File: src/common/ooo_defs.svh
`ifndef OOO_DEFS_SVH
`define OOO_DEFS_SVH

// data word width
`define OOO_XLEN 32

// architectural registers x0..x31
`define OOO_NUM_REGS 32

// reorder buffer entries, tag indexes them
`define OOO_ROB_DEPTH 8
`define OOO_TAG_W 3

// one load cycle plus one cycle per multiplier bit
`define OOO_MUL_CYCLES 33

`endif

File: src/common/ooo_pkg.sv
`default_nettype none

`include "ooo_defs.svh"

package ooo_pkg;

    typedef logic [`OOO_XLEN-1:0]  word_t;
    typedef logic [4:0]            reg_idx_t;
    typedef logic [`OOO_TAG_W-1:0] rob_tag_t;

    // RV32 major opcodes handled by the core
    typedef enum logic [6:0] {
        OPC_OP     = 7'b0110011,
        OPC_OP_IMM = 7'b0010011
    } opcode_e;

    typedef enum logic [2:0] {
        OP_ADD,
        OP_SUB,
        OP_AND,
        OP_OR,
        OP_XOR,
        OP_SLT,
        OP_MUL  // goes to the multiplier, never the alu
    } alu_op_e;

endpackage

`default_nettype wire

File: src/rename/arch_regfile.sv
`timescale 1ns/1ps
`default_nettype none

`include "ooo_defs.svh"

module arch_regfile (
    input  logic              clk,
    input  logic              reset,
    input  ooo_pkg::reg_idx_t rs1, rs2,
    output ooo_pkg::word_t    rs1_value, rs2_value,
    input  logic              commit_valid,
    input  ooo_pkg::reg_idx_t commit_rd,
    input  ooo_pkg::word_t    commit_value
);
    import ooo_pkg::*;

    word_t regs [`OOO_NUM_REGS];

    // write-through so a dispatch sees the value committing this cycle
    assign rs1_value = (rs1 == '0) ? '0 :
                       (commit_valid && commit_rd == rs1) ? commit_value : regs[rs1];
    assign rs2_value = (rs2 == '0) ? '0 :
                       (commit_valid && commit_rd == rs2) ? commit_value : regs[rs2];

    always_ff @(posedge clk) begin
        if (reset) begin
            for (int i = 0; i < `OOO_NUM_REGS; i++) begin
                regs[i] <= '0;
            end
        end else if (commit_valid && commit_rd != '0) begin
            regs[commit_rd] <= commit_value;
        end
    end

endmodule

`default_nettype wire

File: config.mk
export PLATFORM = sky130hd
export DESIGN_NAME = arch_regfile
export DESIGN_NICKNAME = d
export VERILOG_FILES = /design/src/common/ooo_pkg.sv /design/src/rename/arch_regfile.sv
export VERILOG_INCLUDE_DIRS = /design/src /design/src/common
export SDC_FILE = /design/constraint.sdc
export NUM_CORES = 2
export LEC_CHECK = 0
export BUFFER_PORTS_ARGS = -buffer_cell sky130_fd_sc_hd__buf_2
export CAP_MARGIN = 20
export CORE_UTILIZATION = 38
export DETAILED_ROUTE_END_ITERATION = 8
export PLACE_DENSITY_LB_ADDON = 0.1
export SLEW_MARGIN = 20
export SYNTH_ARGS = -nofsm -noshare
export SYNTH_HDL_FRONTEND = slang
export SYNTH_SLANG_ARGS = --single-unit
File: constraint.sdc
create_clock -name clk -period 2.9 [get_ports clk]
set_clock_uncertainty 0.05 [all_clocks]
set_input_delay 0.435 -clock clk [delete_from_list [all_inputs] [get_ports clk]]
set_output_delay 0.435 -clock clk [all_outputs]
set_load 0.01 [all_outputs]
# After elaboration in Yosys (flattened, before gate mapping)
# Memories as Yosys holds them, arrays and structs flattened.
# Cells that the tools add are included.
word_totals:
  latchBits: 0
  out_inout_bits: 64
  rom_bits: 0
  word_cells: 22
  ff_bits: 0
  mem_bits_rw: 1024
  n_memories: 1
  in_bits: 50
op_classes:
  n_lt_le_gt_ge: 0
  multipliers: 0
  n_reduce_logical: 7
  n_eq_ne: 2
  div_mod_pow: 0
  shifts: 0
  n_bitwise: 0
  n_mux: 12
  addsub: 0
memory_table:
  columns: ["memory", "words", "width", "read_ports", "rd_ports_with_merged_regs", "wr", "line_no", "source"]
  rows:
  - ["regs", 32, 32, 2, 0, 32, "arch_regfile.sv:17", "word_t regs [`OOO_NUM_REGS];"]
ops:
  columns: ["op", "count"]
  rows:
  - ["$mux 32", 5]
  - ["$reduce_or 32->1", 1]
  - ["$eq 5x5->1", 2]
  - ["$logic_not 5->1", 2]
  - ["$mux 1", 6]
  - ["$mux 5", 1]
  - ["$reduce_bool 5->1", 1]
  - ["$logic_and 1x1->1", 3]

# Longest topological paths before layout
logic_depth:
  ltp_word: 7
  depth_mapped: 9

# Worst setup path after synthesis
# OpenSTA, ideal clock, no wires.
synth_path:
  kind: "input-to-output"
  from: "input port rs2[0]"
  to: "output port rs2_value[16]"
  t_arrival_ns: 1.995
  slack_ns: 0.420
  stages: 7
  path_cell_list: "buf_2 > buf_6 > buf_2 > mux4_2 > a21oi_1 > o21ai_0 > a32o_1"
synth_via:
  elab_chain_cells: 4
  word_cells_on_any_way: 6
synth_rtl:
  columns: ["item", "line_no", "source"]
  rows:
  - ["start: declaration", "arch_regfile.sv:9", "input ooo_pkg::reg_idx_t rs1, rs2,"]
  - ["branches (longest 3 deep; another with $mem_v2 32x32)", null, null]
  - ["$mux 32 (*)", "arch_regfile.sv:22", "assign rs2_value = (rs2 == '0) ? '0 :"]
  - ["end: declaration", "arch_regfile.sv:10", "output ooo_pkg::word_t rs1_value, rs2_value,"]
# Every way passes the cells marked *.

==> metrics <==
clock sink count 1,024; CTS buffer count roughly 120; die width 383 µm; # rows roughly 140; Largest Register regs; Slowest-stage cell, CP mux4_2; Crit Path Class reg2out; # DRC 60; CTS tree built; WL met3 20.1 mm; Clk Tree Root Cell clkbuf_16; Finished Core Util ~47%; FF+latch count, synth 1,024; status finished with violations; synthesized cell area 55,100 µm²; Syn Area/Cell between 10 and 15 µm²; WHS Path Cells 2; WP data required 2.41 ns; antenna-violating nets left 0; first-pass GRT wire length 314 mm; Die Ht 383 µm; max-cap viol count 0; initial antenna violation count 26; crit path max fanout 2; total grt overflow 0; max-slew violation count 0; placed cells 5,927; CP arrival between 2 and 3 ns; min-delay src commit_value[10]; vias in the first global route 37,400; CP most frequent cell buf_6; clock-pin slew on the worst setup and hold paths 0.06 ns; total global-route track usage between 30% and 40%; worst setup margin -0.222 ns; highest metal layer with signal wires met5; EDFF count, synth roughly 1,000; IO Pins 114; routed vias 37,900; Hold Crit Class in2reg; Buffers on Ports roughly 110; DR WL/cell ~37 µm; register area share after synthesis between 50% and 60%; GPL Wtd Cong around 0.92; Post-synth ARST share 0%; share of layout cells above drive strength 1 around a third; Tcrit/Tclk final 108%; failing checks design-rule violations, negative setup slack; flip-flop count of the largest register, all copies and words added 1,024; endpoint type of the worst setup path output pin; maximum vdd drop 0.466 mV; HPWL Detailed about 150 mm; total power 0.0380 W; ys flop type edfxtp_1; initial core utilization 38.3%; LEAKAGE 24.1 nW; worst slew pin tran ~0.9 ns; max incr delay on CP 0.52 ns; Worst Hold Path EP regs[4][10]; Regs by FF count regs (1024); area delta synth->final 21.8%; Core ar. around 140,000 µm²; fin cells 6,176; H-tree level count 3; Slew headroom a little under two fifths; deepest clock path buffer count 3; synthesis warning total 0; CP Cell Sequence mux4_2 -> a22oi_2 -> buf_6 -> a21oi_2 -> a221o_2 -> buf_6; setup violators final 48; startpoint types flip-flop; M1 WL a little over 90 mm; final WL between 200 and 250 mm; fin nets about 4,200; RSZ-0062 raised after global routing yes; cell count after synthesis 3,802; power density cells about 570 nW/µm²; drt pass-1 iters 8; initial DRC count between 4,000 and 5,000; Netlist cell types 52; Fin. Hold Viols 0; vias per cell 6.14; met2 routed WL 106 mm; Max Fclk 0.320 GHz; DIE AREA roughly 150,000 µm²; largest net degree at the start of global routing 63; hold_ws roughly 0.057 ns; Final min period 3.12 ns
[final cells by class]
| class | count | area (µm²) |
|---|---|---|
| Tap cell | 1903 | 2380 |
| Multi-Input combinational cell | 2395 | 23900 |
| Fill cell | 12700 | 76600 |
| Antenna cell | 10 | 25.0 |
| Timing Repair Buffer | 626 | 6320 |
| Clock buffer | 150 | 3050 |
| Sequential cell | 1024 | 30700 |
| Clock inverter | 66 | 583 |
| Inverter | 2 | 8.76 |
[power by group]
part	internal (W)	switching (W)
sequential	0.0171	0.000425
clock	0.00825	0.00629
combinational	0.00253	0.00337
[placed cells by master, fill, tap and decap left out, types with 35 or more instances in the layout]
master | synthesis | routed
o21ai_1 | 49 | 35
edfxtp_1 | 1024 | 1024
mux4_2 | 375 | 375
buf_4 | 33 | 384
buf_6 | 26 | 56
buf_12 | 0 | 117
nand2_1 | 64 | 44
mux2i_1 | 330 | 320
a22oi_1 | 107 | 62
clkbuf_16 | 0 | 117
clkinv_1 | 2 | 37
and2_1 | 994 | 994
a22oi_2 | 0 | 45
buf_2 | 50 | 61
nor2_4 | 0 | 36
a21oi_1 | 64 | 37
[layer usage]
metal  global-route usage (%)  vias up
met3                     6.16      501
met4                     13.5       10
met5                        0        -
li1                         -    15400
met1                     42.0    19900
met2                     49.5     2109
[worst max path at each step]
stage                      start            end  slack (ns)  cells past startpoint
finish              regs[15][13]  rs1_value[13]       -0.22                      6
global route        regs[15][13]  rs1_value[13]       -0.31                      6
CTS                 regs[15][17]  rs1_value[17]       -0.25                      5
detailed placement        rs1[0]   rs1_value[1]       -0.52                      8
global placement          rs1[0]   rs1_value[1]       -0.56                      8
floorplan                 rs2[0]  rs2_value[16]        0.42                      7
[through the flow]
| step | setup TNS (ns) | cell area (µm²) | setup slack [ns] |
|---|---|---|---|
| after floorplan | 0 | 55200 | 0.420 |
| after global placement | -6.61 | 61700 | -0.556 |
| after detailed placement | -5.94 | 61700 | -0.515 |
| after CTS | -5.85 | 66600 | -0.251 |
| after global routing | -7.83 | 67000 | -0.309 |
| final | -3.78 | 67100 | -0.222 |
[critical path: cells and delay by family (launching register included)]
kind	cells	cell delay [ns]
buffers and inverters	2	0.30
muxes	1	0.52
AOI/OAI and AO/OA	3	0.67
DFF	1	0.38
[Yosys cell counts, types with 15 or more instances]
cell type,instances,area [µm²]
buf_4,33,248
a22oi_1,107,803
o21ai_1,49,245
clkbuf_1,283,1060
mux2i_1,330,3300
mux4_2,375,8450
buf_1,21,78.8
a32o_1,32,320
a211oi_1,32,240
o22ai_1,37,231
o221ai_1,38,333
or2_2,32,200
and2_1,994,6220
buf_6,26,293
edfxtp_1,1024,30700
o221a_1,15,169
buf_2,50,250
nor2_1,49,184
nand2_1,64,240
a21oi_1,64,320
a221oi_1,27,236
[repair_timing]
action / in CTS / in global routing
cloned: 1 / 1
hold buffers: 2 / 0
hold endpoints to repair: 3 / 0
setup buffers: 9 / 15
pin swaps: 113 / 58
resized for setup: 250 / 78
setup endpoints to repair: 64 / 64
[cells by family after synthesis]
| kind of cell | share of synthesized area (%) |
|---|---|
| buffers and inverters | 3.52 |
| DFF | 55.8 |
| other | 0.00681 |
| muxes | 21.5 |
| xor gates and xnor gates | 0.159 |
| AOI/OAI and AO/OA | 6.03 |
| and+or+nand+nor | 13.0 |
(Power assumes the default switching activity.)
