--- src/common/ooo_defs.svh ---
`ifndef OOO_DEFS_SVH
`define OOO_DEFS_SVH

// data word width
`define OOO_XLEN 32

// architectural registers x0..x31
`define OOO_NUM_REGS 32

// reorder buffer entries, tag indexes them
`define OOO_ROB_DEPTH 8
`define OOO_TAG_W 3

// one load cycle plus one cycle per multiplier bit
`define OOO_MUL_CYCLES 33

`endif

--- src/common/ooo_pkg.sv ---
`default_nettype none

`include "ooo_defs.svh"

package ooo_pkg;

    typedef logic [`OOO_XLEN-1:0]  word_t;
    typedef logic [4:0]            reg_idx_t;
    typedef logic [`OOO_TAG_W-1:0] rob_tag_t;

    // RV32 major opcodes handled by the core
    typedef enum logic [6:0] {
        OPC_OP     = 7'b0110011,
        OPC_OP_IMM = 7'b0010011
    } opcode_e;

    typedef enum logic [2:0] {
        OP_ADD,
        OP_SUB,
        OP_AND,
        OP_OR,
        OP_XOR,
        OP_SLT,
        OP_MUL  // goes to the multiplier, never the alu
    } alu_op_e;

endpackage

`default_nettype wire

--- src/verilog/decoder.sv ---
`timescale 1ns/1ps
`default_nettype none

module decoder (
    input  logic                   clk,
    input  logic                   reset,
    input  logic                   instr_valid,
    input  logic [31:0]            instr,
    output ooo_pkg::alu_op_e       op,
    output ooo_pkg::reg_idx_t      rd,
    output ooo_pkg::reg_idx_t      rs1,
    output ooo_pkg::reg_idx_t      rs2,
    output ooo_pkg::word_t         imm,
    output logic                   use_imm
);
    import ooo_pkg::*;

    opcode_e    opcode;
    logic [9:0] funct;
    logic       supported;

    assign opcode = opcode_e'(instr[6:0]);
    assign funct  = {instr[31:25], instr[14:12]};  // funct7, funct3
    assign rd     = instr[11:7];
    assign rs1    = instr[19:15];
    assign imm    = {{20{instr[31]}}, instr[31:20]};

    always_comb begin
        op        = OP_ADD;
        rs2       = instr[24:20];
        use_imm   = 1'b0;
        supported = 1'b1;
        case (opcode)
            OPC_OP: begin
                case (funct)
                    10'b0000000_000: op = OP_ADD;
                    10'b0100000_000: op = OP_SUB;
                    10'b0000000_111: op = OP_AND;
                    10'b0000000_110: op = OP_OR;
                    10'b0000000_100: op = OP_XOR;
                    10'b0000000_010: op = OP_SLT;
                    10'b0000001_000: op = OP_MUL;
                    default:         supported = 1'b0;
                endcase
            end
            OPC_OP_IMM: begin
                use_imm = 1'b1;
                rs2     = '0;  // no second source, never busy
                case (funct[2:0])
                    3'b000:  op = OP_ADD;
                    3'b111:  op = OP_AND;
                    3'b110:  op = OP_OR;
                    3'b100:  op = OP_XOR;
                    default: supported = 1'b0;
                endcase
            end
            default: supported = 1'b0;
        endcase
    end

    a_supported: assert property (@(posedge clk) disable iff (reset)
        instr_valid |-> supported)
        else $error("unsupported instruction %h", instr);

endmodule

`default_nettype wire

--- config.mk ---
export PLATFORM = sky130hd
export DESIGN_NAME = decoder
export DESIGN_NICKNAME = d
export VERILOG_FILES = /design/src/common/ooo_pkg.sv /design/src/verilog/decoder.sv
export VERILOG_INCLUDE_DIRS = /design/src /design/src/common
export SDC_FILE = /design/constraint.sdc
export NUM_CORES = 1
export LEC_CHECK = 0
export ABC_AREA = 1
export BUFFER_PORTS_ARGS = -buffer_cell sky130_fd_sc_hd__buf_2
export CAP_MARGIN = 15
export CORE_MARGIN = 10
export CORE_UTILIZATION = 28
export DETAILED_ROUTE_END_ITERATION = 7
export PLACE_DENSITY = 0.85
export SETUP_SLACK_MARGIN = 0.4
export SYNTH_ARGS = -nofsm -noshare
export SYNTH_HDL_FRONTEND = slang
export SYNTH_SLANG_ARGS = --single-unit
--- constraint.sdc ---
create_clock -name vclk -period 0.9
set_input_delay 0.18 -clock vclk [all_inputs]
set_output_delay 0.18 -clock vclk [all_outputs]
set_load 0.05 [all_outputs]
# ---- Word-level counts from Yosys, hierarchy flattened
# Index checks and enable logic that the tools add are counted.
dict set report word_totals {
  ff_bits 0
  in_bits 35
  output_inout_bits 51
}
dict set report op_classes {
  eq_ne 11
  n_mux 5
}
# op n
set op_table {}
lappend op_table {{$eq A10 B3 Y1 const B} 3}
lappend op_table {{$pmux W3 S6} 1}
lappend op_table {{$eq A10 B2 Y1 const B} 1}
lappend op_table {{$eq A10 B4 Y1 const B} 1}
lappend op_table {{$eq A10 B9 Y1 const B} 1}
lappend op_table {{$eq A3 B3 Y1 const B} 3}
lappend op_table {{$pmux W3 S3} 1}
lappend op_table {{$eq A7 B5 Y1 const B} 1}
lappend op_table {{$eq A7 B6 Y1 const B} 1}
lappend op_table {{$pmux W3 S2} 1}
lappend op_table {{$mux W5} 1}
lappend op_table {{$mux W1} 1}

# ---- Longest topological paths before layout
dict set report logic_depth {
  ltp_word 3
  depth_mapped 8
  mapped_depth_nobuf 8
}

# ---- Least setup slack after synthesis
# Ideal clock, no wire load.
dict set report synth_timing {
  kind {input -> output}
  from {in instr[3]}
  to {out op[0]}
  arrival_ps 1254
  required_ps 720
  path_slack_ps -534
  path_stages 5
  path_buffers 0
  cell_sequence {nor2_1 -> nand4_2 -> nor2_4 -> nand3_2 -> nand2_1}
}
dict set report synth_between {
  elab_chain_len 2
  elab_cells_between_ends 3
}
# element line_no
set synth_rtl {}
lappend synth_rtl {{start, declared} decoder.sv:8} ;# input logic [31:0] instr,
lappend synth_rtl {{$eq A7 B5 Y1 / $eq A7 B6 Y1 (equally long branches)} decoder.sv:33} ;# case (opcode)
lappend synth_rtl {{$pmux W3 S2 *} decoder.sv:33}
lappend synth_rtl {{end, declared} decoder.sv:9} ;# output ooo_pkg::alu_op_e op,
# Every way passes the cells marked *; elsewhere a longest branch is shown, timed or not.

# ---- Worst setup path after layout
dict set report layout_timing {
  from {in instr[14]}
  to {out op[2]}
}
dict set report layout_between {
  elab_chain_len 3
  elab_cells_between_ends 12
}
# element line_no
set layout_rtl {}
lappend layout_rtl {{$eq A10 B4 Y1, or another cell as far along} decoder.sv:35} ;# case (funct)
lappend layout_rtl {{$pmux W3 S6 / $pmux W3 S3 (equally long branches)} {decoder.sv:35, decoder.sv:49}}
lappend layout_rtl {{$pmux W3 S2 *} decoder.sv:33}
# Marked as above.

==> reports/summary.txt <==
status = finished with violations
failing checks = negative setup slack
Max VDD drop = 0.450 mV
synthesized net count = 137
worst setup path start = instr[14]
Hold Crit Class = in -> out
Arr. time, crit path = 1110 ps
Hold Fails Final Rpt = 0
WHS Path Cells = 0
Mapped Cells = 102
initial DRC count = 19
vias in the first global route = 789
share of layout cells above drive strength 1 = 0.801
pre-CTS WS = -499 ps
fin. max-slew vios = 0
Setup CP Type = in -> out
area leader, netlist = buf_4
synthesized cell area = 583 um2
GRT Total Usage = 0.124
CP endpoint kind = output port
Core Box Area = 1960 um2
Mean Syn Cell Area = 5.72 um2
initial antenna violation count = 0
final net count = 178
die span in y = 65.6 um
DP Wirelength = 1700 um
dpl cells = 157
hold path start = instr[8]
Rel. slew slack = 0.833
Worst Path Required = 720 ps
Pwr Density = 642 nW/um2
Final setup viols = 14
largest net degree at the start of global routing = 7
IO Port Bufs = 63
Post-Layout Cell Count = 168
Hold EP = rd[1]
cts hold-fix bufs = 0
first-pass GRT wire length = 4310 um
DRT antenna net count = 0
DRC errors left = 0
Final Cycle Share = 1.44
number of flip-flops and latches = 0
ranking of synthesized cells by area = buf_4, nand2_1, inv_1
maximum operating frequency = 774 MHz
register area share after synthesis = 0
Worst-Margin Slew = 251 ps
clkbuf count = 0
RePlAce Congestion = 0.698
RSZ-0062 raised after global routing = yes
DRT Pass-1 Iters = 4
Yosys warnings = 0
row count = 16
final wirelength = 3370 um
P_leak = 0.000836 uW
Critical Path Start Type = input port
setup TNS = -4610 ps
hold slack = 360 ps
Starting Density = 0.297
Die Area = 4310 um2
Reg area = 0 um2
top-area cell type share of the netlist area = 0.541
WL/cell = 20.1 um
grt ovf = 0
CP max FO = 3
minimum clock period = 1290 ps
max_cap viols = 0
final setup margin = -392 ps
die width = 65.6 um
Layout area overhead = 189%
vias = 735
ant diodes = 0
fillers = 101
vias per std cell = 4.38
I/O pin total = 86
Cell variety after synth = 13
[metal layers]
layer	part of all wire	wire length, um	GRT usage
met1	0.33	1120	0.118
met4	0.0095	32	0.00535
met5	0	0	0
met3	0.12	413	0.0695
met2	0.53	1810	0.237
[layout by cell type, fill, tap and decap left out]
| cell type | synthesis | routed |
|---|---|---|
| a21oi_1 | 1 | 1 |
| buf_12 | 0 | 28 |
| buf_16 | 0 | 3 |
| buf_2 | 0 | 4 |
| buf_4 | 42 | 6 |
| buf_6 | 0 | 18 |
| buf_8 | 0 | 22 |
| inv_1 | 15 | 9 |
| inv_2 | 0 | 4 |
| inv_4 | 0 | 2 |
| nand2_1 | 17 | 9 |
| nand2_2 | 1 | 5 |
| nand2_4 | 0 | 4 |
| nand3_1 | 5 | 5 |
| nand3_2 | 1 | 1 |
| nand4_4 | 0 | 1 |
| nor2_1 | 15 | 3 |
| nor2_2 | 0 | 3 |
| nor2_4 | 1 | 10 |
| nor3_2 | 1 | 1 |
| nor3_4 | 0 | 1 |
| or2_0 | 1 | 1 |
[how the worst max path moves through the flow]
| stage | to | slack [ps] | depth (start not counted) |
|---|---|---|---|
| 4_1_cts | op[2] | -320 | 7 |
| 6_report | op[2] | -390 | 9 |
| 2_1_floorplan | op[0] | -400 | 5 |
| 3_5_place_dp | op[2] | -500 | 7 |
| 5_1_grt | op[2] | -460 | 9 |
| 3_3_place_gp | op[1] | -470 | 9 |
[area by class of cell]
cell class                      count  area (um2)  share of cell area
Tap cell                           27        33.8              0.0201
Timing Repair Buffer               81        1240               0.738
Multi-Input combinational cell     45         347               0.206
Inverter                           15        61.3              0.0364
[Yosys cell counts]
master / count
buf_4: 42
nand2_1: 17
inv_1: 15
nor2_1: 15
nand3_1: 5
a21oi_1: 1
nand2_2: 1
nand3_2: 1
nand4_2: 1
nor2_4: 1
nor3_1: 1
nor3_2: 1
or2_0: 1
[where the power goes]
part           internal, uW  switching (uW)
registers                 0               0
clock network             0               0
logic                   528             553
total                   528             553
[stage by stage]
stage,util,total power [uW],area [um2]
floorplan,-,668,785
finish,0.858,1080,1680
global route,0.858,1120,1680
CTS,0.767,972,1500
global placement,0.364,560,713
detailed placement,0.364,566,713
[repair_timing]
item	4_1_cts	5_1_grt
resized for setup	191	34
pin swaps	15	6
gates cloned	3	0
buffers inserted	2	6
setup endpoints to repair	41	41
[critical path, stage by stage]
cell	delay (ps)
buf_2	110
inv_2	50
nor2_1	200
or2_0	160
nand2_1	60
nand2_1	80
nand2_2	70
nand2_4	50
buf_6	150
[kinds of logic (layout without fill, tap and decap cells)]
| logic type | count (synthesis) | after routing | synth area share |
|---|---|---|---|
| and+or+nand+nor | 44 | 44 | 0.354 |
| AOI/OAI and AO/OA | 1 | 1 | 0.00858 |
| buffers and inverters | 57 | 96 | 0.637 |
Power figures use the tool's default switching activity.
