### src/common/ooo_defs.svh
`ifndef OOO_DEFS_SVH
`define OOO_DEFS_SVH

// data word width
`define OOO_XLEN 32

// architectural registers x0..x31
`define OOO_NUM_REGS 32

// reorder buffer entries, tag indexes them
`define OOO_ROB_DEPTH 8
`define OOO_TAG_W 3

// one load cycle plus one cycle per multiplier bit
`define OOO_MUL_CYCLES 33

`endif

### src/common/ooo_pkg.sv
`default_nettype none

`include "ooo_defs.svh"

package ooo_pkg;

    typedef logic [`OOO_XLEN-1:0]  word_t;
    typedef logic [4:0]            reg_idx_t;
    typedef logic [`OOO_TAG_W-1:0] rob_tag_t;

    // RV32 major opcodes handled by the core
    typedef enum logic [6:0] {
        OPC_OP     = 7'b0110011,
        OPC_OP_IMM = 7'b0010011
    } opcode_e;

    typedef enum logic [2:0] {
        OP_ADD,
        OP_SUB,
        OP_AND,
        OP_OR,
        OP_XOR,
        OP_SLT,
        OP_MUL  // goes to the multiplier, never the alu
    } alu_op_e;

endpackage

`default_nettype wire

### src/verilog/alu.sv
`timescale 1ns/1ps
`default_nettype none

module alu (
    input  logic              clk,
    input  logic              reset,
    input  logic              alu_issue,
    input  ooo_pkg::alu_op_e  alu_op,
    input  ooo_pkg::word_t    alu_a, alu_b,
    input  ooo_pkg::rob_tag_t alu_issue_tag,
    output logic              alu_done,
    output ooo_pkg::rob_tag_t alu_tag,
    output ooo_pkg::word_t    alu_result
);
    import ooo_pkg::*;

    word_t result;

    always_comb begin
        case (alu_op)
            OP_ADD:  result = alu_a + alu_b;
            OP_SUB:  result = alu_a - alu_b;
            OP_AND:  result = alu_a & alu_b;
            OP_OR:   result = alu_a | alu_b;
            OP_XOR:  result = alu_a ^ alu_b;
            OP_SLT:  result = ($signed(alu_a) < $signed(alu_b)) ? word_t'(1) : '0;
            default: result = '0;
        endcase
    end

    always_ff @(posedge clk) begin
        if (reset) begin
            alu_done <= 1'b0;
        end else begin
            alu_done <= alu_issue;
        end
    end

    always_ff @(posedge clk) begin
        if (alu_issue) begin
            alu_tag    <= alu_issue_tag;
            alu_result <= result;
        end
    end

endmodule

`default_nettype wire

### config.mk
export PLATFORM = sky130hd
export DESIGN_NAME = alu
export DESIGN_NICKNAME = d
export VERILOG_FILES = /design/src/common/ooo_pkg.sv /design/src/verilog/alu.sv
export VERILOG_INCLUDE_DIRS = /design/src /design/src/common
export SDC_FILE = /design/constraint.sdc
export NUM_CORES = 1
export LEC_CHECK = 0
export ABC_AREA = 1
export BUFFER_PORTS_ARGS = -buffer_cell sky130_fd_sc_hd__buf_2
export CORE_MARGIN = 2
export CORE_UTILIZATION = 65
export DETAILED_ROUTE_END_ITERATION = 10
export MAX_ROUTING_LAYER = met4
export PLACE_DENSITY = 0.89
export SLEW_MARGIN = 20
export SYNTH_ARGS = -nofsm -noshare
export SYNTH_HDL_FRONTEND = slang
export SYNTH_SLANG_ARGS = --single-unit
### constraint.sdc
create_clock -name clk -period 4.8 [get_ports clk]
set_input_delay 0.48 -clock clk [delete_from_list [all_inputs] [get_ports clk]]
set_output_delay 0.48 -clock clk [all_outputs]
set_load 0.02 [all_outputs]
# After elaboration in Yosys (flattened, before gate mapping)
# Cells that the tools add are included.
# totals
regBits,36
in_bits,73
out_inout_bits,36
elab_cells,17
# op_classes
addsub,2
n_lt_le_gt_ge,1
eq_ne,5
mux,2
bitwise,3
n_reduce_logical,1
# op_table
op,count
one-hot mux 32 bit (6 select lines),1
adder 32 bit,1
bitwise AND 32 bit,1
< comparator 32 bit,1
bitwise OR 32 bit,1
subtractor 32 bit,1
bitwise XOR 32 bit,1
"equality test 3 x 2 -> 1 bit, second input constant",2
"equality test 3 bit, second input constant",2
"equality test 3 x 1 -> 1 bit, second input constant",1
logical NOT 3 bit,1
2-to-1 mux 1 bit,1

# Depth between registers and ports, before layout
# logic_depth
word_depth,3
depth_mapped,17
ltp_nobuf,16

# Worst setup path before layout
# No wires, ideal clock.
# synth_timing
path_kind,input to register
from,input port alu_a[0]
to,"register alu_result[30], data pin"
setup_ps,261
arrival_time_ps,1879
required_time_ps,4539
setup_slack_ps,2660
path_stages,12
n_path_buf,0
cell_sequence,ha_1 -> fa_1 -> nand3_1 -> nand3_1 -> nand2_1 -> nand2_1 -> nand2_1 -> nand2_1 -> nand2_1 -> nand3_1 -> nand3_1 -> nand3_1
# synth_between
elab_chain_len,2
elab_cells_between_ends,3
classes_between,add/sub: 2; mux: 1
# synth_rtl
item,line,rtl
from (decl),alu.sv:9,"input ooo_pkg::word_t alu_a, alu_b,"
subtractor 32 bit or adder 32 bit (tied branches),"alu.sv:22, alu.sv:21",
one-hot mux 32 bit (6 select lines) (*),alu.sv:20,case (alu_op)
named net result[30],alu.sv:17,word_t result;
to (signal assigned),alu.sv:42,alu_result <= result;
to (decl),alu.sv:13,output ooo_pkg::word_t alu_result
# Mark *: on every way through the listed nets, which the timed path passes. The rest lies on a longest branch.
# A chain may end at the register's enable or synchronous reset.

# Worst setup path after layout
# layout_timing
from,input port alu_a[0]
to,"register alu_result[12], data pin"
# Same word-level chain as after synthesis.

==> run_results.csv <==
group,metric,value,unit
floorplanning,num_rows,39,
timing,rsz0062_at_grt,"no",
timing,slew_viol_final,0,
logic_synthesis,yosys_most_used_dff,"edfxtp_1",
logic_synthesis,async_flop_share,0,%
detailed_routing,drt-initial-drc-count,1054,
worst_setup_path,crit_required,4.97,ns
cts,htree_num_levels,2,
timing,setup_viol,0,
cts,clkSinkCount,36,
final_layout,antennaDiodeCount,0,
final_layout,multi_input_area,5006,um2
final_layout,area_growth,9.346,%
logic_synthesis,synth_area,7443,um2
final_layout,drive_gt1_share,10.31,%
grt,grt_pass1_wl,39450,um
grt,first_global_vias,7949,
logic_synthesis,synth_nets,1480,
worst_setup_path,crit_chain,"buf_2 -> ha_1 -> fa_1 -> nand3_1 -> nand3_1 -> nand3_1 -> nand3_1 -> o21ai_0 -> nand2_1 -> nand3b_1",
worst_setup_path,endpoint_kind,"flip-flop",
worst_setup_path,worst_ep_arrival_time,2.61,ns
logic_synthesis,ys_seq_area_share,14.39,%
worst_setup_path,worst-path-max-fanout,4,
pwr,ir_worst_vdd,0.2188,mV
logic_synthesis,yosys.area.top_type_share,21.08,%
cts,ctsHoldBuffers,0,
grt,grt_use_total,41.08,%
detailed_routing,routedWlPerCell,16.17,um
logic_synthesis,synth.avg_cell_area,5.708,um2
detailed_routing,wirelength,24750,um
worst_setup_path,cp_common_cell,"nand3_1",
detailed_routing,routed-via-count,8521,
outcome,outcome,"finished, final reports clean",
final_layout,layout.nets,1562,
worst_hold_path,hold_class,"in -> reg",
final_layout,fillers,1026,
logic_synthesis,yosysWarnings,0,
floorplanning,die_x,111.0,um
grt,grt_max_degree,37,
cts,clk_pin_slew,0.06,ns
place,dp_hpwl,19720,um
floorplanning,die-area,12320,um2
floorplanning,core,11270,um2
place,placed_area,7971,um2
timing,fmax,409.8,MHz
timing,hold_viol,0,
cts,cts_root_buf,"clkbuf_16",
timing,timing.final.crit_share,50.83,%
worst_setup_path,start_kind,"input pin",
cts,cts_resized,0,
timing,fin_crit,2.440,ns
final_layout,ff_latch_area,1071,um2
floorplanning,start_util,66.03,%
place,place_congestion,1.107,
logic_synthesis,ys_seq_elements,36,
run,maxCapViolations,0,
floorplanning,ioPinCount,109,
cts,cts-buffers-inserted,5,
cts,post_cts_buffers,0,
grt,overflow,0,
worst_setup_path,crit_type,"in -> reg",
logic_synthesis,synth_cell_types,36,
timing,finalSetupTns,0,ns
cts,cts_tree,"yes",
logic_synthesis,synth-edff-count,35,
place,port_buffers,108,
logic_synthesis,synthCells,1304,
grt,antenna_found_initial,0,
logic_synthesis,ys_top_cells_by_area,"nand2_1, ha_1, inv_1",
final_layout,fin_area,8139,um2
detailed_routing,first_pass_iters,7,
floorplanning,fp.dieH,111.0,um
cts,clk_path_buf_depth,2,
logic_synthesis,synth_top_cell_by_area,"nand2_1",
pwr,power.density,201.1,nW/um2
worst_setup_path,critPathMaxStageDelay,0.50,ns
timing,slew_headroom,31.69,%
pwr,leakage,4.920,nW
worst_setup_path,cpMaxStageDelayCell,"o21ai_0",
detailed_routing,drc_errors,0,
timing,worstMarginPinSlew,1.025,ns
detailed_routing,via_per_inst,5.569,
detailed_routing,postRouteAntennaNets,0,
-- path summary, 6_finish.rpt --
path                     start                  endpoint  depth (start not counted)
worst max-delay path  alu_a[0]  alu_result[12]$_DFFE_PP_                         10
worst min-delay path     reset       alu_done$_SDFF_PP0_                          2
-- cell families after synthesis --
| family | Yosys count | share of synthesized area (%) |
|---|---|---|
| compound gates | 148 | 11.11 |
| simple gates | 665 | 37.10 |
| flops | 36 | 14.39 |
| fa+ha+maj | 103 | 17.52 |
| buf+inv | 340 | 18.47 |
| xor+xnor | 12 | 1.412 |
-- cell usage in the layout, fill, tap and decap left out, types with 3 or more instances in the layout --
master     count
nand2_1      418
inv_1        299
nand3_1      110
buf_2        108
ha_1         101
nor2_1        94
a21oi_1       76
edfxtp_1      35
o22ai_1       30
o21ai_0       26
xor2_1        10
nand4_1        8
nor3_1         8
nor2_2         7
o221ai_1       7
buf_4          6
nor3_2         5
o21bai_1       5
clkbuf_16      5
nand2_2        3
and3_1         3
-- layer usage --
layer	GRT usage, %	wire length [um]	share of wire, %
met5	-	0	0
met4	13.17	876	3.5
met3	9.677	3157	13
met2	63.68	10600	43
met1	53.39	10120	41
-- registers in the layout, summed over array words and instances, names as in the netlist --
| register | count |
|---|---|
| alu_done | 1 |
| alu_result | 32 |
| alu_tag | 3 |
-- cells in the mapped netlist, drive strengths merged, types with 3 or more instances --
cell type    n
edfxtp      35
nor2       101
nor3        14
nand2      421
clkbuf       9
o221ai       7
inv        301
and3         3
o21ai       27
o21bai       5
buf         30
xor2        10
a21oi       77
nand3      112
nand4        8
ha         101
o22ai       30
-- worst max-delay path: cells and delay by family --
kind	cells	cell delay [ns]
compound gates	1	0.50
fa+ha+maj	2	0.66
buf+inv	1	0.10
simple gates	6	0.86
-- cell type report --
type	count	area share [%]
multi-input combinational	928	61.51
tap	143	2.198
sequential	36	13.16
clock buffer	5	1.537
timing repair buffer	114	7.194
inverter	301	13.88
clock inverter	3	0.5227
-- where the power goes --
part	leakage (nW)	internal (W)	switching [W]
Combinational	4.49	0.000250	0.000574
Sequential	0.347	0.000391	0.0000103
Clock	0.0798	0.000245	0.000166
-- through the flow --
stage	hold slack [ns]	util [%]	total power, W	std cells	setup WS, ns
2_1_floorplan	0.5512	-	0.0009645	1304	2.660
4_1_cts	0.3266	72.21	0.001605	1530	2.433
3_5_place_dp	0.6393	70.72	0.001200	1522	2.129
6_report	0.3288	72.21	0.001637	1530	2.360
5_1_grt	0.3366	72.21	0.001733	1530	2.214
3_3_place_gp	0.6386	70.72	0.001188	1522	2.108
Note: power is estimated with default switching activity, not from simulation.
