$ cat config.mk
export PLATFORM = sky130hd
export DESIGN_NAME = rename_table
export DESIGN_NICKNAME = d
export VERILOG_FILES = /design/src/common/ooo_pkg.sv /design/src/rename/rename_table.sv
export VERILOG_INCLUDE_DIRS = /design/src /design/src/common
export SDC_FILE = /design/constraint.sdc
export NUM_CORES = 1
export LEC_CHECK = 0
export ABC_AREA = 1
export BUFFER_PORTS_ARGS = -buffer_cell sky130_fd_sc_hd__buf_2
export CORE_ASPECT_RATIO = 1.4
export CORE_MARGIN = 2
export CORE_UTILIZATION = 43
export CTS_CLUSTER_DIAMETER = 60
export DETAILED_ROUTE_END_ITERATION = 7
export PLACE_DENSITY = 0.58
export RECOVER_POWER = 25
export SETUP_SLACK_MARGIN = 0.02
export SYNTH_ARGS = -nofsm -noshare
export SYNTH_HDL_FRONTEND = slang
export SYNTH_SLANG_ARGS = --single-unit
export TNS_END_PERCENT = 1
$ cat constraint.sdc
create_clock -name clk -period 5.15 [get_ports clk]
set_input_delay 0.7725 -clock clk [delete_from_list [all_inputs] [get_ports clk]]
set_output_delay 0.7725 -clock clk [all_outputs]
set_load 0.005 [all_outputs]
$ cat src/common/ooo_defs.svh
`ifndef OOO_DEFS_SVH
`define OOO_DEFS_SVH

// data word width
`define OOO_XLEN 32

// architectural registers x0..x31
`define OOO_NUM_REGS 32

// reorder buffer entries, tag indexes them
`define OOO_ROB_DEPTH 8
`define OOO_TAG_W 3

// one load cycle plus one cycle per multiplier bit
`define OOO_MUL_CYCLES 33

`endif

$ cat src/common/ooo_pkg.sv
`default_nettype none

`include "ooo_defs.svh"

package ooo_pkg;

    typedef logic [`OOO_XLEN-1:0]  word_t;
    typedef logic [4:0]            reg_idx_t;
    typedef logic [`OOO_TAG_W-1:0] rob_tag_t;

    // RV32 major opcodes handled by the core
    typedef enum logic [6:0] {
        OPC_OP     = 7'b0110011,
        OPC_OP_IMM = 7'b0010011
    } opcode_e;

    typedef enum logic [2:0] {
        OP_ADD,
        OP_SUB,
        OP_AND,
        OP_OR,
        OP_XOR,
        OP_SLT,
        OP_MUL  // goes to the multiplier, never the alu
    } alu_op_e;

endpackage

`default_nettype wire

$ cat src/rename/rename_table.sv
`timescale 1ns/1ps
`default_nettype none

`include "ooo_defs.svh"

module rename_table (
    input  logic              clk,
    input  logic              reset,
    input  ooo_pkg::reg_idx_t rs1, rs2,
    output logic              rs1_busy, rs2_busy,
    output ooo_pkg::rob_tag_t rs1_tag, rs2_tag,
    input  logic              alloc_valid,
    input  ooo_pkg::reg_idx_t alloc_rd,
    input  ooo_pkg::rob_tag_t alloc_tag,
    input  logic              commit_valid,
    input  ooo_pkg::reg_idx_t commit_rd,
    input  ooo_pkg::rob_tag_t commit_tag
);
    import ooo_pkg::*;

    logic [`OOO_NUM_REGS-1:0] busy;
    rob_tag_t                 tag [`OOO_NUM_REGS];
    logic                     alloc_we;
    logic                     commit_clr;

    assign alloc_we   = alloc_valid && (alloc_rd != '0);  // x0 never renamed
    assign commit_clr = commit_valid && busy[commit_rd] && (tag[commit_rd] == commit_tag);

    // a producer committing now is already visible in the regfile
    assign rs1_busy = busy[rs1] && !(commit_valid && tag[rs1] == commit_tag);
    assign rs2_busy = busy[rs2] && !(commit_valid && tag[rs2] == commit_tag);
    assign rs1_tag  = tag[rs1];
    assign rs2_tag  = tag[rs2];

    always_ff @(posedge clk) begin
        if (reset) begin
            busy <= '0;
        end else begin
            if (commit_clr) begin
                busy[commit_rd] <= 1'b0;
            end
            if (alloc_we) begin
                busy[alloc_rd] <= 1'b1;  // newer producer wins
            end
        end
    end

    always_ff @(posedge clk) begin
        if (alloc_we) begin
            tag[alloc_rd] <= alloc_tag;
        end
    end

endmodule

`default_nettype wire

Yosys cells after proc, flatten, opt, wreduce, memory -nomap -nowiden. Memories as Yosys holds them, arrays and structs flattened. Cells that the tools add are included.

Memory bits (writable): 96. Register bits after elaboration: 32. Bits in latches: 0. Output and inout bits: 8. Bits in read-only memories: 0. Memories: 1.

Bitwise logic cells: 3. Muxes and demuxes: 15. Order comparisons: 6. Reduce and logical (&&, ||, !) cells: 12. $mul: 0. Divide/modulo/power cells: 0. Shift operators: 0. Eq/ne operators: 3. Add/subtract/negate cells: 0.

Memories: tag (depth 32, bits a word 3, rd ports 3, clocked after memory_dff 0, write ports 1, RTL line rename_table.sv:22) `` rob_tag_t tag [`OOO_NUM_REGS]; ``.

Operators by type and width (number): 32-bit two-way mux (3); 32-bit bitwise AND (1); 32-bit inverter (1); 32-bit bitwise OR (1); 5-bit by 6-bit less-than comparator with 1-bit output, second input constant (4); 1-bit binary-select mux with 5-bit select (3); 1-bit demux with 5-bit select (2); 5-bit by 1-bit greater-or-equal comparator with 1-bit output, second input constant (2); 3-bit == test (3); 1-bit logical AND (9); 1-bit two-way mux (7); 5-bit nonzero test (1); 1-bit logical NOT (2).

Longest topological paths before layout.
Word-level depth: 10. Depth in mapped cells: 17.

Worst setup path before layout. Ideal clock, no wire load.

Kind: input port to output port. Start: input port rs2[1]. End: output port rs2_busy. Path slack: 2.150 ns. Stages: 14. Required time: 4.378 ns. Arrival: 2.227 ns. Cell sequence: buf_2 -> inv_1 -> buf_2 -> buf_1 -> o21ai_0 -> o211ai_1 -> nand3_1 -> nand2_1 -> nand2_1 -> inv_1 -> nand2_1 -> nand2_1 -> nor2_1 -> a21oi_1.

Word-level cells in the longest chain between the ends: 5. Elaborated cells between the ends (all ways): 7.

Ends and longest elaborated chain: from (decl) (RTL line rename_table.sv:9) `input ooo_pkg::reg_idx_t rs1, rs2,`; memory 32 x 3 bit; named net rs2_tag[0] (RTL line rename_table.sv:11) `output ooo_pkg::rob_tag_t rs1_tag, rs2_tag,`; 3-bit == test (RTL line rename_table.sv:31) `assign rs2_busy = busy[rs2] && !(commit_valid && tag[rs2] == commit_tag);`; 1-bit logical AND (RTL line rename_table.sv:31); 1-bit logical NOT (RTL line rename_table.sv:31); 1-bit logical AND (RTL line rename_table.sv:31); to (decl) (RTL line rename_table.sv:10) `output logic rs1_busy, rs2_busy,`.

The timed path passes the listed nets, and every way through them passes these cells. The select of a mux whose other input is x is not followed.

Worst setup path after layout.
Start: input port rs2[1]. End: output port rs2_busy.

Word-level cells in the longest chain between the ends: 5. Elaborated cells between the ends (all ways): 7.

Ends and longest elaborated chain (RTL line): memory 32 x 3 bit; 3-bit == test (rename_table.sv:31); 1-bit logical AND (rename_table.sv:31); 1-bit logical NOT (rename_table.sv:31); 1-bit logical AND * (rename_table.sv:31).

Every way passes the cells marked *; elsewhere a longest branch is shown, timed or not. The select of a mux whose other input is x is not followed.

==> metrics.md <==
| Metric | Value |
|---|---|
| Status | finished with violations |
| Failing checks | capacitance limit, slew limit |
| Largest area contributor in the netlist | edfxtp_1 |
| Drt drc | 0 |
| Synth area leaders | edfxtp_1, nand2_1, nand3_1 |
| Total grt overflow | 0 |
| Overall via count from detail_route | 8855 |
| Synth Register Bits | 128 |
| Largest net degree at the start of global routing | 69 |
| YS warnings | 0 |
| Final #Nets | 1264 |
| CTS tree | yes |
| Fmax | 240 MHz |
| Antenna Violating Nets Remaining | 0 |
| CP Data Required Time | 4.38 ns |
| Period utilization | 0.809 |
| Area Growth Syn to Fin | 10.6% |
| Avg Vias per Cell | 5.92 |
| Global-route wire length before repair | 49.2 mm |
| Critical path's largest stage delay | 0.65 ns |
| Rows | 60 |
| Port Buffer Count | 37 |
| Clock-pin slew of the registers on the worst-case setup and hold paths | 0.07 ns |
| Crit end category | output pin |
| Number of synthesized flops with an enable pin | 96 |
| DRT Wirelength | 32.4 mm |
| Worst slew margin | -0.127 |
| Cells after DPL | 1463 |
| Final hold violation count | 0 |
| Most common cell after layout, fill and taps aside | nand2_1 |
| Final Setup Violations | 0 |
| Setup crit start kind | input pin |
| Layout cell share with drive strength beyond 1 | 0.0674 |
| RSZ-0062 raised after global routing | no |
| Worst skew pair latency | 0.43 ns |
| Post-CTS Resized | 0 |
| Placeable Area | 19200 µm² |
| DR iter-0 viols | 1077 |
| Clock root cell | clkbuf_16 |
| Setup TNS | 0 ns |
| # Post-CTS Setup Buffers | 0 |
| Worst slew pin tran | 1.69 ns |
| Mapped Cells | 1241 |
| Leakage Power | 0.00366 µW |
| # diodes | 0 |
| Sink Count | 128 |
| Crit-path max FO | 25 |
| Fin. max-slew vios | 99 |
| Cell at the slowest stage of the critical path | inv_1 |
| Crit-path most repeated cell | nand2_1 |
| Initial antenna violation count | 0 |
| Placer Congestion | 0.978 |
| Cts bufs inserted | 17 |
| # IOs | 38 |
| Final Non-Filler Cells | 1495 |
| Routed wire per std cell | 21.7 µm |
| First-pass DRT Iterations | 6 |
| HPWL Detailed | 22.3 mm |
| Cell Pwr Density | 303 nW/µm² |
| Most common flop cell mapped by yosys | edfxtp_1 |
| IR drop worst, VDD | 227 µV |
| FFs w/ async S/R, synth | 0 |
| Post-synthesis sequential area ratio | 0.419 |
| Hold WC Path Type | flop to flop |
| CTS max path bufs | 2 |
| Crit Path Category | input pin to output pin |
| Average cell area after synthesis | 6.78 µm² |
| DIE AREA | 20700 µm² |
| Crit-path cells | buf_2, inv_1, buf_4, a21oi_1, o21ai_0, nand2_1, o21ai_0, nand2_1, nand3_1, nand2_1, inv_1, nand2_1, nand2_1, nor2_1, a21oi_1, buf_2 |
| Initial Utilization | 0.438 |
| Die Y | 170 µm |
| WP data arrival | 3.39 ns |
| Post-synth top area share | 0.343 |
| Leading cell types in the layout, fill and taps excluded | nand2_1, nor2_1, nand3_1, o21ai_0, inv_1 |
| H-Tree Depth | 4 |
| Clock skew | 0.0109 ns |
| Min Tclk post-route | 4.16 ns |
| Synth unique cells | 25 |
| All-Layer GR Usage | 0.322 |
| Vias in the first global route | 8396 |
| Max cap viols | 3 |
| Die width | 122 µm |
| Post-Synthesis Cell Area | 8420 µm² |
| Hold_buf cts | 0 |
-- logic make-up after synthesis --
family / share of synthesized area
and+or+nand+nor: 0.323
AOI/OAI and AO/OA: 0.168
buffers and inverters: 0.0898
DFF: 0.419
other: 0.000446
-- per-stage QoR --
step / setup slack (ns) / total power (µW) / hold slack [ns] / cell area (µm²) / util
after CTS: 1.03 / 2810 / 0.465 / 9310 / 0.484
final: 0.986 / 2820 / 0.464 / 9310 / 0.484
after global routing: 0.797 / 2910 / 0.481 / 9310 / 0.484
after floorplan: 2.15 / 1390 / 0.439 / 8420 / -
after global placement: 1.07 / 1530 / 0.453 / 8680 / 0.452
after detailed placement: 1.02 / 1530 / 0.456 / 8680 / 0.452
-- where the power goes --
group | total [µW] | switching [µW] | internal [µW]
Sequential | 1140 | 12.5 | 1120
Combinational | 385 | 286 | 99.7
Clock | 1300 | 517 | 779
-- area by class of cell --
| class | instances | area [µm²] |
|---|---|---|
| Clock inverter | 15 | 199 |
| Timing Repair Buffer | 50 | 279 |
| Inverter | 113 | 424 |
| Fill cell | 2019 | 9910 |
| Clock buffer | 17 | 425 |
| Tap cell | 248 | 310 |
| Multi-Input combinational cell | 924 | 4140 |
| Sequential cell | 128 | 3520 |
-- cells in the mapped netlist (2+ instances only) --
library cell,number
nand2_1,368
nor2_1,131
nand3_1,129
o21ai_0,121
inv_1,110
edfxtp_1,96
a21oi_1,95
clkbuf_1,47
dfxtp_1,32
o211ai_1,27
buf_2,19
nor3_1,18
nand4_1,13
o221ai_1,11
buf_1,8
buf_4,4
nor2_2,3
clkinv_1,2
-- worst max-delay path, delay by kind of cell --
kind	cells	cell delay, ns
simple gates	7	0.46
buf+inv	5	1.53
compound gates	4	0.60
-- path summary, 6_finish.rpt --
| check | startpoint | end | slack, ns | cells past startpoint |
|---|---|---|---|---|
| hold reg to reg | busy[26] | busy[26] | 0.46 | 2 |
| setup reg to reg | tag[1][1] | busy[16] | 2.98 | 15 |
| setup / recovery | rs2[1] | rs2_busy | 0.99 | 16 |
| hold / removal | busy[26] | busy[26] | 0.46 | 2 |
-- registers in the layout, indices dropped and copies added, names as in the netlist --
signal,flops
busy,32
tag,96
-- routing by layer --
metal | up-vias | global-route usage | share of wire
met5 | - | 0 | 0
met4 | 0 | 0.223 | 0.079
met3 | 145 | 0.0649 | 0.082
met2 | 483 | 0.509 | 0.46
met1 | 4098 | 0.392 | 0.38
li1 | 4129 | - | -
Note: power is estimated with default switching activity, not from simulation.
